**config.mk**
```make
export PLATFORM = sky130hd
export DESIGN_NAME = ppu_top
export DESIGN_NICKNAME = d
export VERILOG_FILES = /design/src/verilog/ppu_data_pkg.sv /design/src/verilog/ppu_flow_pkg.sv /design/src/verilog/tile_memory.sv /design/src/verilog/tile_sequencer.sv /design/src/verilog/subset_detector.sv /design/src/verilog/prefix_selector.sv /design/src/verilog/task_dispatcher.sv /design/src/verilog/ppu_top.sv
export SDC_FILE = /design/constraint.sdc
export NUM_CORES = 1
export LEC_CHECK = 0
export BUFFER_PORTS_ARGS = -buffer_cell sky130_fd_sc_hd__buf_2
export CAP_MARGIN = 0
export CORE_UTILIZATION = 60
export CTS_BUF_LIST = sky130_fd_sc_hd__clkbuf_4 sky130_fd_sc_hd__clkbuf_8
export DETAILED_ROUTE_END_ITERATION = 6
export PLACE_DENSITY = 0.8
export SYNTH_ARGS = -nofsm -noshare
export SYNTH_HDL_FRONTEND = slang
export SYNTH_SLANG_ARGS = --single-unit
```
**constraint.sdc**
```tcl
create_clock -name clk -period 27.6 [get_ports clk]
set_clock_uncertainty 0.2 [all_clocks]
set_input_delay 2.76 -clock clk [delete_from_list [all_inputs] [get_ports clk]]
set_output_delay 2.76 -clock clk [all_outputs]
set_load 0.02 [all_outputs]
```
**src/verilog/ppu_data_pkg.sv**
```systemverilog
// PPU tile geometry
// Row count, spike width and the plain vector types that carry spike data
// between the host port, tile storage and the match logic

`default_nettype none

package ppu_data_pkg;

  // ==========================================================================
  // Tile geometry
  // ==========================================================================
  localparam int ROWS   = 16;                 // Rows held in one tile
  localparam int SPIKES = 16;                 // Spike bits per row

  // ==========================================================================
  // Data types
  // ==========================================================================
  typedef logic [$clog2(ROWS)-1:0]     row_id_t;     // Row index
  typedef logic [SPIKES-1:0]           spike_pat_t;  // One row's spike pattern
  typedef logic [$clog2(SPIKES+1)-1:0] popcnt_t;     // Ones in a pattern, 0..SPIKES
  typedef logic [ROWS-1:0]             row_mask_t;   // One flag per row

  // Host write into tile storage
  typedef struct packed {
    row_id_t    addr;
    spike_pat_t pattern;
  } tile_write_t;

endpackage

`default_nettype wire

```
**src/verilog/ppu_flow_pkg.sv**
```systemverilog
// PPU pipeline flow types
// Records handed between the sequencer, detector, selector and dispatcher,
// plus the tile sequencer FSM encoding

`default_nettype none

package ppu_flow_pkg;
  import ppu_data_pkg::*;

  // Row query from the sequencer
  typedef struct packed {
    row_id_t row_id;
    logic    last;                            // Final row of the tile
  } row_query_t;

  // Subset matches for one row
  typedef struct packed {
    row_id_t   row_id;
    logic      last;
    row_mask_t subset_mask;                   // Non-empty subsets, self excluded
  } match_t;

  // Task toward the compute core
  typedef struct packed {
    row_id_t    row_id;
    row_id_t    prefix_id;                    // Equals row_id when no prefix
    spike_pat_t residual;
    logic       last;
  } task_t;

  // Tile sequencer states
  typedef enum logic [1:0] {
    SEQ_IDLE,                                 // Host may write rows
    SEQ_ISSUE,                                // Walking rows 0..ROWS-1
    SEQ_DRAIN                                 // Waiting on the final task
  } seq_state_t;

endpackage

`default_nettype wire

```
**src/verilog/tile_memory.sv**
```systemverilog
// Tile memory
// Register file of row spike patterns with a popcount kept beside each row.
// The count is derived from the written pattern in the same cycle, so both
// views change together. All rows are read out in parallel.

`timescale 1ns/1ps
`default_nettype none

module tile_memory
  import ppu_data_pkg::*;
(
  input  logic                    clk,
  input  logic                    rst_n,
  input  logic                    wr_en,      // Accepted host write
  input  tile_write_t             wr,
  output spike_pat_t [ROWS-1:0]   patterns,
  output popcnt_t    [ROWS-1:0]   popcounts
);

  // ==========================================================================
  // Popcount of a write pattern
  // ==========================================================================
  function automatic popcnt_t count_ones(input spike_pat_t pat);
    popcnt_t n;
    n = '0;
    for (int b = 0; b < SPIKES; b++) begin
      n = n + popcnt_t'(pat[b]);              // Add one per set spike
    end
    return n;
  endfunction

  popcnt_t wr_count;                          // Count of the incoming pattern

  assign wr_count = count_ones(wr.pattern);

  // ==========================================================================
  // Storage
  // ==========================================================================
  always_ff @(posedge clk) begin
    if (!rst_n) begin
      patterns  <= '0;                        // Empty tile after reset
      popcounts <= '0;
    end else if (wr_en) begin
      patterns[wr.addr]  <= wr.pattern;
      popcounts[wr.addr] <= wr_count;         // Visible next cycle with pattern
    end
  end

endmodule

`default_nettype wire

```
**src/verilog/tile_sequencer.sv**
```systemverilog
// Tile sequencer
// Idle / issue / drain FSM for one tile. Host writes pass only while idle.
// On a start it walks rows 0..ROWS-1, one query per accepted handshake,
// then waits for the dispatcher to report the final task taken.

`timescale 1ns/1ps
`default_nettype none

module tile_sequencer
  import ppu_data_pkg::*;
  import ppu_flow_pkg::*;
(
  input  logic       clk,
  input  logic       rst_n,
  input  logic       tile_start,              // One-cycle pulse
  input  logic       tile_wr_valid,
  output logic       tile_wr_ready,
  output logic       mem_wr_en,
  output row_query_t query,
  output logic       query_valid,
  input  logic       query_ready,
  input  logic       tile_done,               // Final task handed off
  output logic       busy
);

  seq_state_t state;
  row_id_t    row_cnt;                        // Next row to issue

  // ==========================================================================
  // Control FSM
  // ==========================================================================
  always_ff @(posedge clk) begin
    if (!rst_n) begin
      state   <= SEQ_IDLE;
      row_cnt <= '0;
    end else begin
      case (state)
        SEQ_IDLE: begin
          if (tile_start) begin               // Start ignored outside idle
            state   <= SEQ_ISSUE;
            row_cnt <= '0;
          end
        end
        SEQ_ISSUE: begin
          if (query_valid && query_ready) begin
            row_cnt <= row_cnt + 1'b1;
            if (query.last) state <= SEQ_DRAIN;
          end
        end
        SEQ_DRAIN: if (tile_done) state <= SEQ_IDLE;
        default:   state <= SEQ_IDLE;
      endcase
    end
  end

  // Host write gate
  assign tile_wr_ready = (state == SEQ_IDLE);
  assign mem_wr_en     = tile_wr_valid && tile_wr_ready;

  // Query toward the detector
  assign query_valid  = (state == SEQ_ISSUE);
  assign query.row_id = row_cnt;
  assign query.last   = (row_cnt == row_id_t'(ROWS-1));

  // Busy drops in the same cycle as the done pulse
  assign busy = (state == SEQ_ISSUE) || ((state == SEQ_DRAIN) && !tile_done);

endmodule

`default_nettype wire

```
**src/verilog/subset_detector.sv**
```systemverilog
// Subset detector
// Compares one queried row against every stored row in parallel and flags
// each other row that is non-empty and has no spike outside the query.
// The flag vector is registered together with the row id and last flag.

`timescale 1ns/1ps
`default_nettype none

module subset_detector
  import ppu_data_pkg::*;
  import ppu_flow_pkg::*;
(
  input  logic                  clk,
  input  logic                  rst_n,
  input  row_query_t            query,
  input  logic                  query_valid,
  output logic                  query_ready,
  input  spike_pat_t [ROWS-1:0] patterns,
  input  popcnt_t    [ROWS-1:0] popcounts,
  output match_t                match,
  output logic                  match_valid,
  input  logic                  match_ready
);

  spike_pat_t q_pat;                          // Pattern of the queried row
  row_mask_t  hit;

  // ==========================================================================
  // Parallel match
  // ==========================================================================
  always_comb begin
    q_pat = patterns[query.row_id];
    for (int r = 0; r < ROWS; r++) begin
      hit[r] = (popcounts[r] != '0)                  // Skip empty rows
            && ((patterns[r] & ~q_pat) == '0)        // Nothing outside query
            && (query.row_id != row_id_t'(r));       // Not itself
    end
  end

  assign query_ready = !match_valid || match_ready;  // Empty or draining

  always_ff @(posedge clk) begin
    if (!rst_n) begin
      match_valid <= 1'b0;
    end else if (query_valid && query_ready) begin
      match_valid <= 1'b1;
    end else if (match_ready) begin
      match_valid <= 1'b0;
    end
  end

  // Payload, held until taken
  always_ff @(posedge clk) begin
    if (query_valid && query_ready) begin
      match.row_id      <= query.row_id;
      match.last        <= query.last;
      match.subset_mask <= hit;
    end
  end

endmodule

`default_nettype wire

```
**src/verilog/prefix_selector.sv**
```systemverilog
// Prefix selector
// Picks the best prefix among a row's subset matches: highest popcount wins
// and the lowest index breaks a tie. Without a match the row is its own
// prefix. The registered task carries the residual spike pattern.

`timescale 1ns/1ps
`default_nettype none

module prefix_selector
  import ppu_data_pkg::*;
  import ppu_flow_pkg::*;
(
  input  logic                  clk,
  input  logic                  rst_n,
  input  match_t                match,
  input  logic                  match_valid,
  output logic                  match_ready,
  input  spike_pat_t [ROWS-1:0] patterns,
  input  popcnt_t    [ROWS-1:0] popcounts,
  output task_t                 sel_task,
  output logic                  sel_valid,
  input  logic                  sel_ready
);

  row_id_t    best_id;
  popcnt_t    best_pc;
  logic       found;                          // At least one match seen
  spike_pat_t row_pat;
  spike_pat_t residual;

  // ==========================================================================
  // Best prefix scan
  // ==========================================================================
  always_comb begin
    best_id = match.row_id;                   // Self-reference fallback
    best_pc = '0;
    found   = 1'b0;
    // Ascending scan with strict compare keeps the lowest index on a tie
    for (int i = 0; i < ROWS; i++) begin
      if (match.subset_mask[i] && (!found || (popcounts[i] > best_pc))) begin
        best_id = row_id_t'(i);
        best_pc = popcounts[i];
        found   = 1'b1;
      end
    end
  end

  assign row_pat  = patterns[match.row_id];
  assign residual = found ? (row_pat ^ patterns[best_id]) : row_pat;  // Full if no prefix

  // ==========================================================================
  // Output register
  // ==========================================================================
  assign match_ready = !sel_valid || sel_ready;

  always_ff @(posedge clk) begin
    if (!rst_n) begin
      sel_valid <= 1'b0;
    end else if (match_valid && match_ready) begin
      sel_valid <= 1'b1;
    end else if (sel_ready) begin
      sel_valid <= 1'b0;
    end
  end

  always_ff @(posedge clk) begin
    if (match_valid && match_ready) begin
      sel_task.row_id    <= match.row_id;
      sel_task.prefix_id <= best_id;
      sel_task.residual  <= residual;
      sel_task.last      <= match.last;
    end
  end

endmodule

`default_nettype wire

```
**src/verilog/task_dispatcher.sv**
```systemverilog
// Task dispatcher
// Circular task queue toward the compute core, head presented directly.
// Pulses tile_done the cycle after the task flagged last is taken.

`timescale 1ns/1ps
`default_nettype none

module task_dispatcher
  import ppu_flow_pkg::*;
#(
  parameter int TASK_FIFO_DEPTH = 2           // Queue entries, 2 or more
) (
  input  logic  clk,
  input  logic  rst_n,
  input  task_t sel_task,
  input  logic  sel_valid,
  output logic  sel_ready,
  output task_t task_data,
  output logic  task_valid,
  input  logic  task_ready,
  output logic  tile_done
);

  localparam int PTR_W = $clog2(TASK_FIFO_DEPTH);
  localparam int CNT_W = $clog2(TASK_FIFO_DEPTH + 1);

  task_t             queue [TASK_FIFO_DEPTH];
  logic [PTR_W-1:0]  wr_ptr;
  logic [PTR_W-1:0]  rd_ptr;
  logic [CNT_W-1:0]  count;                   // Occupancy
  logic              push;
  logic              pop;

  // Wrap for any depth, not only powers of two
  function automatic logic [PTR_W-1:0] ptr_next(input logic [PTR_W-1:0] p);
    return (p == PTR_W'(TASK_FIFO_DEPTH - 1)) ? '0 : p + 1'b1;
  endfunction

  assign task_valid = (count != '0);
  assign task_data  = queue[rd_ptr];          // Head entry
  assign pop        = task_valid && task_ready;
  assign sel_ready  = (count != CNT_W'(TASK_FIFO_DEPTH)) || task_ready;  // Full but popping
  assign push       = sel_valid && sel_ready;

  // ==========================================================================
  // Queue control
  // ==========================================================================
  always_ff @(posedge clk) begin
    if (!rst_n) begin
      wr_ptr    <= '0;
      rd_ptr    <= '0;
      count     <= '0;
      tile_done <= 1'b0;
    end else begin
      if (push) wr_ptr <= ptr_next(wr_ptr);
      if (pop)  rd_ptr <= ptr_next(rd_ptr);
      case ({push, pop})
        2'b10:   count <= count + 1'b1;
        2'b01:   count <= count - 1'b1;
        default: count <= count;              // Idle or push with pop
      endcase
      tile_done <= pop && task_data.last;     // One-cycle pulse
    end
  end

  always_ff @(posedge clk) begin
    if (push) queue[wr_ptr] <= sel_task;
  end

endmodule

`default_nettype wire

```
**src/verilog/ppu_top.sv**
```systemverilog
// PPU front end top level
// Host row loading, tile sequencing, subset detection, prefix pruning and
// task dispatch for one tile of spike rows

`timescale 1ns/1ps
`default_nettype none

module ppu_top
  import ppu_data_pkg::*;
  import ppu_flow_pkg::*;
#(
  parameter int TASK_FIFO_DEPTH = 2
) (
  input  logic        clk,
  input  logic        rst_n,
  input  logic        tile_wr_valid,          // Host row write
  output logic        tile_wr_ready,
  input  tile_write_t tile_wr,
  input  logic        tile_start,             // Tile control
  output logic        busy,
  output logic        tile_done,
  output logic        task_valid,             // Toward the compute core
  input  logic        task_ready,
  output task_t       task_data
);

  // ==========================================================================
  // Internal wiring
  // ==========================================================================
  logic                  mem_wr_en;
  spike_pat_t [ROWS-1:0] patterns;
  popcnt_t    [ROWS-1:0] popcounts;
  row_query_t            query;
  logic                  query_valid, query_ready;
  match_t                match;
  logic                  match_valid, match_ready;
  task_t                 sel_task;
  logic                  sel_valid, sel_ready;

  tile_memory i_tile_memory (
    .clk, .rst_n, .wr_en(mem_wr_en), .wr(tile_wr), .patterns, .popcounts
  );

  tile_sequencer i_tile_sequencer (
    .clk, .rst_n, .tile_start, .tile_wr_valid, .tile_wr_ready, .mem_wr_en,
    .query, .query_valid, .query_ready, .tile_done, .busy
  );

  subset_detector i_subset_detector (
    .clk, .rst_n, .query, .query_valid, .query_ready, .patterns, .popcounts,
    .match, .match_valid, .match_ready
  );

  prefix_selector i_prefix_selector (
    .clk, .rst_n, .match, .match_valid, .match_ready, .patterns, .popcounts,
    .sel_task, .sel_valid, .sel_ready
  );

  task_dispatcher #(
    .TASK_FIFO_DEPTH(TASK_FIFO_DEPTH)
  ) i_task_dispatcher (
    .clk, .rst_n, .sel_task, .sel_valid, .sel_ready,
    .task_data, .task_valid, .task_ready, .tile_done
  );

endmodule

`default_nettype wire

```
* Word level (Yosys, flattened, before mapping) *
Memory sizes are Yosys's and may differ from the RTL's. A register that Yosys moved wholly into a read port is not among the register bits.
Index checks and enable logic that the tools add are counted.

operators by class
  $add $sub $neg = 20
  $lt $le $gt $ge = 20
  equal/unequal tests = 25
  muxes and demuxes = 79
  bitwise logic cells = 18
  reduce and logical (&&, ||, !) cells = 133

operators with widths
  kind                                                                           count
  16-bit AND                                                                     16
  256-bit bitwise mux                                                            1
  16-bit logical NOT                                                             16
  16-bit binary-select mux with 4-bit select                                     3
  80-bit bitwise mux                                                             1
  16-bit 2-to-1 mux                                                              5
  5-bit 2-to-1 mux                                                               16
  5-bit nonzero test                                                             16
  5-bit greater-than comparator                                                  15
  4-bit 2-to-1 mux                                                               18
  5-bit by 1-bit adder with 5-bit output                                         14
  16-bit demux with 4-bit select                                                 1
  1-bit logical AND                                                              55
  4-bit != test (second input constant)                                          8
  1-bit 2-to-1 mux                                                               26
  5-bit demux with 4-bit select                                                  1
  4-bit by 5-bit less-than comparator with 1-bit output (second input constant)  4
  1-bit logical OR                                                               19
  1-bit logical NOT                                                              18
  4-bit by 3-bit != test with 1-bit output (second input constant)               4
  16-bit NOT                                                                     1
  16-bit XOR                                                                     1
  2-bit nonzero test                                                             5
  2-bit 2-to-1 mux                                                               4
  20 further kinds                                                               27

storage, ports and cells
  flip-flop bits (word level) = 395
  bits in writable memories = 50
  input port bits = 25
  output and inout bits = 29
  memories kept = 1

memories
  name                     words  bits a word  read ports  clocked after Yosys merged registers in  write ports  line                   RTL
  i_task_dispatcher.queue  2      25           1           1                                        1            task_dispatcher.sv:27  task_t queue [TASK_FIFO_DEPTH];

* Logic depth before layout (Yosys ltp) *
  depth after elaboration = 65
  mapped depth = 150
  gate-level depth less buffers = 141

* Hierarchy *
From an unflattened synthesis, not the netlist that was laid out.

unflattened totals
  cell total of the unflattened synthesis = 3454
  area total of the unflattened synthesis = 31009.7 um2

by module, submodules not included
  module           times used  cells an instance  area an instance (um2)  seq. area each (um2)
  tile_memory      1           1642               13649.3                 6726.5
  prefix_selector  1           1043               9442.8                  770.7
  subset_detector  1           628                5525.3                  650.6
  task_dispatcher  1           104                2059.5                  1621.6
  tile_sequencer   1           37                 332.8                   120.1

* Worst setup path after synthesis *
OpenSTA, ideal clock, no wires.

  kind = reg2reg
  start point = reg, netlist name i_subset_detector.match[0]
  end point = reg, netlist name i_prefix_selector.sel_task[15]
  library setup time = 257 ps
  data arrival time = 26153 ps
  required time = 27143 ps
  path slack = 990 ps
  cell stages (with the launch flop) = 136
  cell sequence = edfxtp_1 clkbuf_1 and2_1 ha_1 nand2b_1 a211o_1 a31o_1 buf_2 o22a_1 ha_1 nand3_1 o21bai_1 a31oi_2 mux2_2 inv_1 ha_1 and3_1 and3_1 [... 100 more ...] clkbuf_1 o21ai_0 ha_1 nor2b_1 o21a_1 o21ai_0 nand2b_1 a21oi_1 a31oi_1 o21ai_0 nand2_1 a2111oi_4 and2_1 buf_2 buf_2 a311oi_1 a211o_1 xor2_1

on the way
  longest elaborated chain between the ends = 65

RTL lines
  what                                                                       line                   RTL
  5-bit 2-to-1 mux / 1-bit 2-to-1 mux (equally long branches)                prefix_selector.sv:40  if (match.subset_mask[i] && (!found || (popcounts[i] > best_pc))) begin
  5-bit greater-than comparator / 1-bit logical NOT (equally long branches)  prefix_selector.sv:40
  1-bit logical OR                                                           prefix_selector.sv:40
  1-bit logical AND                                                          prefix_selector.sv:40
  5-bit 2-to-1 mux / 1-bit 2-to-1 mux (equally long branches)                prefix_selector.sv:40
  5-bit greater-than comparator / 1-bit logical NOT (equally long branches)  prefix_selector.sv:40
  1-bit logical OR                                                           prefix_selector.sv:40
  1-bit logical AND                                                          prefix_selector.sv:40
  [... 50 more ...]                                                          -
  1-bit logical OR                                                           prefix_selector.sv:40
  1-bit logical AND                                                          prefix_selector.sv:40
  4-bit 2-to-1 mux                                                           prefix_selector.sv:40
  16-bit binary-select mux with 4-bit select                                 prefix_selector.sv:49  assign residual = found ? (row_pat ^ patterns[best_id]) : row_pat;
  16-bit 2-to-1 mux (implied by the code)                                    prefix_selector.sv:49
  16-bit XOR                                                                 prefix_selector.sv:49
  16-bit 2-to-1 mux (*)                                                      prefix_selector.sv:49
  via i_prefix_selector.residual[14]                                         prefix_selector.sv:29  spike_pat_t residual;

The timed path passes the listed nets; every way through them passes the cells marked *. The select of a mux whose other input is x is not followed.
A chain may end at the register's enable or synchronous reset.

* Final worst setup path *
  start point = reg, netlist name i_subset_detector.match[0]
  end point = reg, netlist name i_prefix_selector.sel_task[13]

on the way
  longest elaborated chain between the ends = 65

RTL lines
  what                                                                       line
  5-bit 2-to-1 mux / 1-bit 2-to-1 mux (equally long branches)                prefix_selector.sv:40
  5-bit greater-than comparator / 1-bit logical NOT (equally long branches)  prefix_selector.sv:40
  1-bit logical OR                                                           prefix_selector.sv:40
  1-bit logical AND                                                          prefix_selector.sv:40
  5-bit 2-to-1 mux / 1-bit 2-to-1 mux (equally long branches)                prefix_selector.sv:40
  5-bit greater-than comparator / 1-bit logical NOT (equally long branches)  prefix_selector.sv:40
  1-bit logical OR                                                           prefix_selector.sv:40
  1-bit logical AND                                                          prefix_selector.sv:40
  [... 50 more ...]                                                          -
  1-bit logical OR                                                           prefix_selector.sv:40
  1-bit logical AND                                                          prefix_selector.sv:40
  4-bit 2-to-1 mux                                                           prefix_selector.sv:40
  16-bit binary-select mux with 4-bit select                                 prefix_selector.sv:49
  16-bit 2-to-1 mux (implied by the code)                                    prefix_selector.sv:49
  16-bit XOR                                                                 prefix_selector.sv:49
  16-bit 2-to-1 mux (*)                                                      prefix_selector.sv:49
  via i_prefix_selector.residual[12]                                         prefix_selector.sv:29

Marks and branches as above.

==> key figures <==
Layout
  • Layout area overhead: 12.5%
  • Share of layout cells above drive strength 1: 0.212
  • Layout Nets: 3283
  • Layout Utilization: 0.688
  • Area of the multi-input gates: 0.0182 mm²
  • Post-route non-filler standard cell count: 3845
  • Fill cells: 3621
  • Sequential cell area: 0.00990 mm²

Logic synthesis
  • #FFs+latches synth: 446
  • Post-synth top cells: 788 x nand2_1, 350 x dfxtp_1, 292 x a21boi_0, 206 x clkbuf_1, 144 x mux4_2
  • Syn Std Cell Area: 0.0286 mm²
  • Ys Warns: 0
  • Distinct cells, synth: 96
  • Synth Instances: 3162
  • Share of the synthesized area in the top cell type: 0.245
  • Register area share after synthesis: 0.345
  • Mapped Nets: 3274
  • Synth Flop Type: dfxtp_1
  • Post-synth EDFFs: 96
  • Top post-synthesis cells by area: dfxtp_1 24%, mux4_2 11%, nand2_1 10%
  • Ys async rst share: 0
  • Yosys top cell by area: dfxtp_1
  • Syn_area_per_cell: 9.06 µm²
  • Most frequent cell after synthesis: nand2_1

Critical path
  • Crit. End Element: register
  • Critical path startpoint category: register
  • Worst R2R Setup Slack: 920 ps
  • Worst setup path class: reg2reg
  • Critical R2R Launch: i_subset_detector.match[0]
  • Worst r2r path cells: 137
  • Worst R2R End: i_prefix_selector.sel_task[13]
  • CP peak stage delay: 510 ps
  • Worst path slowest cell: edfxtp_1
  • Critical Path Most Common Cell: ha_1
  • WP data required: 27840 ps
  • Data arrival, critical path: 26920 ps
  • Crit-path max FO: 10

Routing
  • Vias: 28.2k
  • Drc violations: 35
  • Iter 0 DRT Violations: 4609
  • Final ANT Viol Nets: 0
  • Via/cell ratio: 7.34
  • Final wirelength: 124 mm
  • Routed len/inst: 32.1 µm
  • 1st-pass router iterations: 7

STA
  • PnR worst setup slack: 919 ps
  • Final setup fails: 0
  • Worst slew pin tran: 1490 ps
  • Max-slew violation count: 1
  • Slew headroom: -0.00204
  • Fmax: 37.5 MHz
  • Tcrit/Tclk final: 0.967
  • Minimum clock period: 26680 ps
  • Hold Vio Cnt, Final: 0

Placed design
  • PortBufs: 53
  • Total placed cells including tap cells: 3645
  • Hpwl dp: 83.8 mm
  • Setup WS pre-CTS: -1190 ps
  • Placer Congestion: 1.08

Clock tree
  • Reg clk slew, reported paths: 60 ps
  • Cts bufs inserted: 78
  • CTS tree: built
  • Worst-skew pair later-pin latency: 700 ps
  • Root Driver: clkbuf_8
  • CTS sink cnt: 446
  • CTS max path bufs: 3
  • H-tree depth: 3

Power
  • Final total power: 3.56 mW
  • Pint: 1.84 mW
  • VDD IR max: 0.000157 V
  • Logic pwr share: 0.599
  • Pleak: 11.4 nW
  • Clock power frac: 0.186
  • Sequential Power Share: 0.215
  • Switching pwr: 1.72 mW
  • Pwr per Cell Area: 110 mW/mm²
  • Sw Share: 0.482

Floorplan
  • FP Rows: 79
  • Die Wd: 221 µm
  • Die Y: 221 µm
  • DIE AREA: 0.0486 mm²
  • Placeable Area: 0.0469 mm²
  • Num ports: 54
  • Starting Density: 0.611

GRT
  • First-pass GRT wire length: 175 mm
  • Vias in the first global route: 25.9k
  • Gr ovfl total: 0
  • Initial antenna violation count: 5
  • All-Layer GR Usage: 0.499
  • Largest net degree at the start of global routing: 219

Worst hold path
  • Worst hold start: i_subset_detector.match[16]
  • Hold Path Stages: 0
  • Min-Delay Path Class: reg2reg
  • Hold Path End: i_prefix_selector.sel_task[0]

Outcome
  • Violated checks: DRC, capacitance limit, slew limit
  • Status: finished with violations

Flow run
  • Max-cap viol count: 1
-- metrics by stage --
| step | setup TNS [ps] | cell area [µm²] | hold WS (ps) |
|---|---|---|---|
| floorplan | 0 | 28700 | 200 |
| global placement | -511 | 29400 | 208 |
| detailed placement | -16520 | 29400 | 221 |
| CTS | 0 | 31300 | 238 |
| global route | -6330 | 32200 | 241 |
| finish | 0 | 32200 | 239 |
-- layer usage --
metal  vias up  GRT usage  wire length (µm)
met5         -     0.0111                40
li1      11600          -                 -
met2      2417      0.730             51700
met3       627      0.189             19200
met4         6      0.297              9200
met1     13600      0.624             43400
-- kinds of logic (layout without fill, tap and decap cells) --
| family | after synthesis | in the layout | synth area share |
|---|---|---|---|
| adder cells (fa/ha/maj) | 90 | 90 | 0.0417 |
| other | 0 | 6 | 0 |
| flip-flops | 446 | 446 | 0.345 |
| buffers and inverters | 349 | 415 | 0.0476 |
| AND/OR/NAND/NOR | 1131 | 1134 | 0.171 |
| multiplexers | 306 | 306 | 0.173 |
| XOR/XNOR | 27 | 27 | 0.00825 |
| AO/OA/AOI/OAI | 813 | 814 | 0.213 |
-- placed cells by master, fill, tap and decap left out, drive strengths merged, types with 17 or more instances in the layout --
| cell | n |
|---|---|
| nand2 | 788 |
| dfxtp | 350 |
| a21boi | 293 |
| buf | 179 |
| mux4 | 144 |
| clkbuf | 127 |
| mux2i | 99 |
| edfxtp | 96 |
| o21ai | 95 |
| inv | 92 |
| ha | 77 |
| nor2 | 77 |
| a22oi | 65 |
| mux2 | 63 |
| and2 | 59 |
| a221oi | 52 |
| a21oi | 52 |
| nand3 | 51 |
| a22o | 42 |
| o22ai | 34 |
| nand4 | 32 |
| nor4 | 20 |
| a211o | 20 |
| nor3 | 20 |
| xor2 | 19 |
| a311oi | 18 |
| and3 | 17 |
-- power by group through the flow --
stage	combinational [mW]	clock [mW]	sequential (mW)
floorplan	1.08	0	0.755
global placement	1.63	0	0.776
detailed placement	1.64	0	0.777
CTS	1.71	0.659	0.763
global route	2.16	0.688	0.767
finish	2.13	0.661	0.766
-- worst max-delay path, delay by kind of cell (launching register included) --
| family | cells | cell delay (ps) |
|---|---|---|
| simple gates | 38 | 5380 |
| xor+xnor | 1 | 60 |
| mux | 8 | 2250 |
| buf+inv | 19 | 2390 |
| flops | 1 | 510 |
| fa+ha+maj | 17 | 4920 |
| compound gates | 54 | 10670 |
-- how the worst max path moves through the flow --
stage | startpoint | endpoint | slack [ps] | cells after the start
finish | i_subset_detector.match[0] | i_prefix_selector.sel_task[13] | 920 | 137
global route | i_subset_detector.match[0] | i_prefix_selector.sel_task[2] | -430 | 138
CTS | i_subset_detector.match[0] | i_prefix_selector.sel_task[16] | 40 | 130
detailed placement | i_subset_detector.match[0] | i_prefix_selector.sel_task[13] | -1190 | 131
global placement | i_subset_detector.match[0] | i_prefix_selector.sel_task[5] | -140 | 130
floorplan | i_subset_detector.match[0] | i_prefix_selector.sel_task[15] | 990 | 135
-- registers in the layout (all words and copies together) (netlist names), 2 cells and up, named ones only --
register / cells
i_tile_sequencer.row_cnt: 4
i_task_dispatcher.queue: 50
i_prefix_selector.sel_task: 25
i_tile_memory.popcounts: 80
i_subset_detector.match: 21
i_task_dispatcher.count: 2
i_tile_sequencer.state: 2
i_tile_memory.patterns: 256
-- layout make-up --
| type | instances | area share |
|---|---|---|
| Clock buffer | 126 | 0.0480 |
| Timing Repair Buffer | 181 | 0.0400 |
| Sequential cell | 446 | 0.307 |
| Timing Repair inverter | 1 | 0.000272 |
| Inverter | 92 | 0.0112 |
| Clock inverter | 15 | 0.00415 |
| Multi-Input combinational cell | 2371 | 0.565 |
| Antenna cell | 6 | 0.000466 |
| Tap cell | 607 | 0.0236 |
-- repair_timing --
action,4_1_cts,5_1_grt
gates resized for setup,31,128
setup endpoints to repair,16,20
hold buffers,0,0
cloned,0,6
buffers inserted,8,39
pin swaps,1,28
Note: power is estimated with default switching activity, not from simulation.
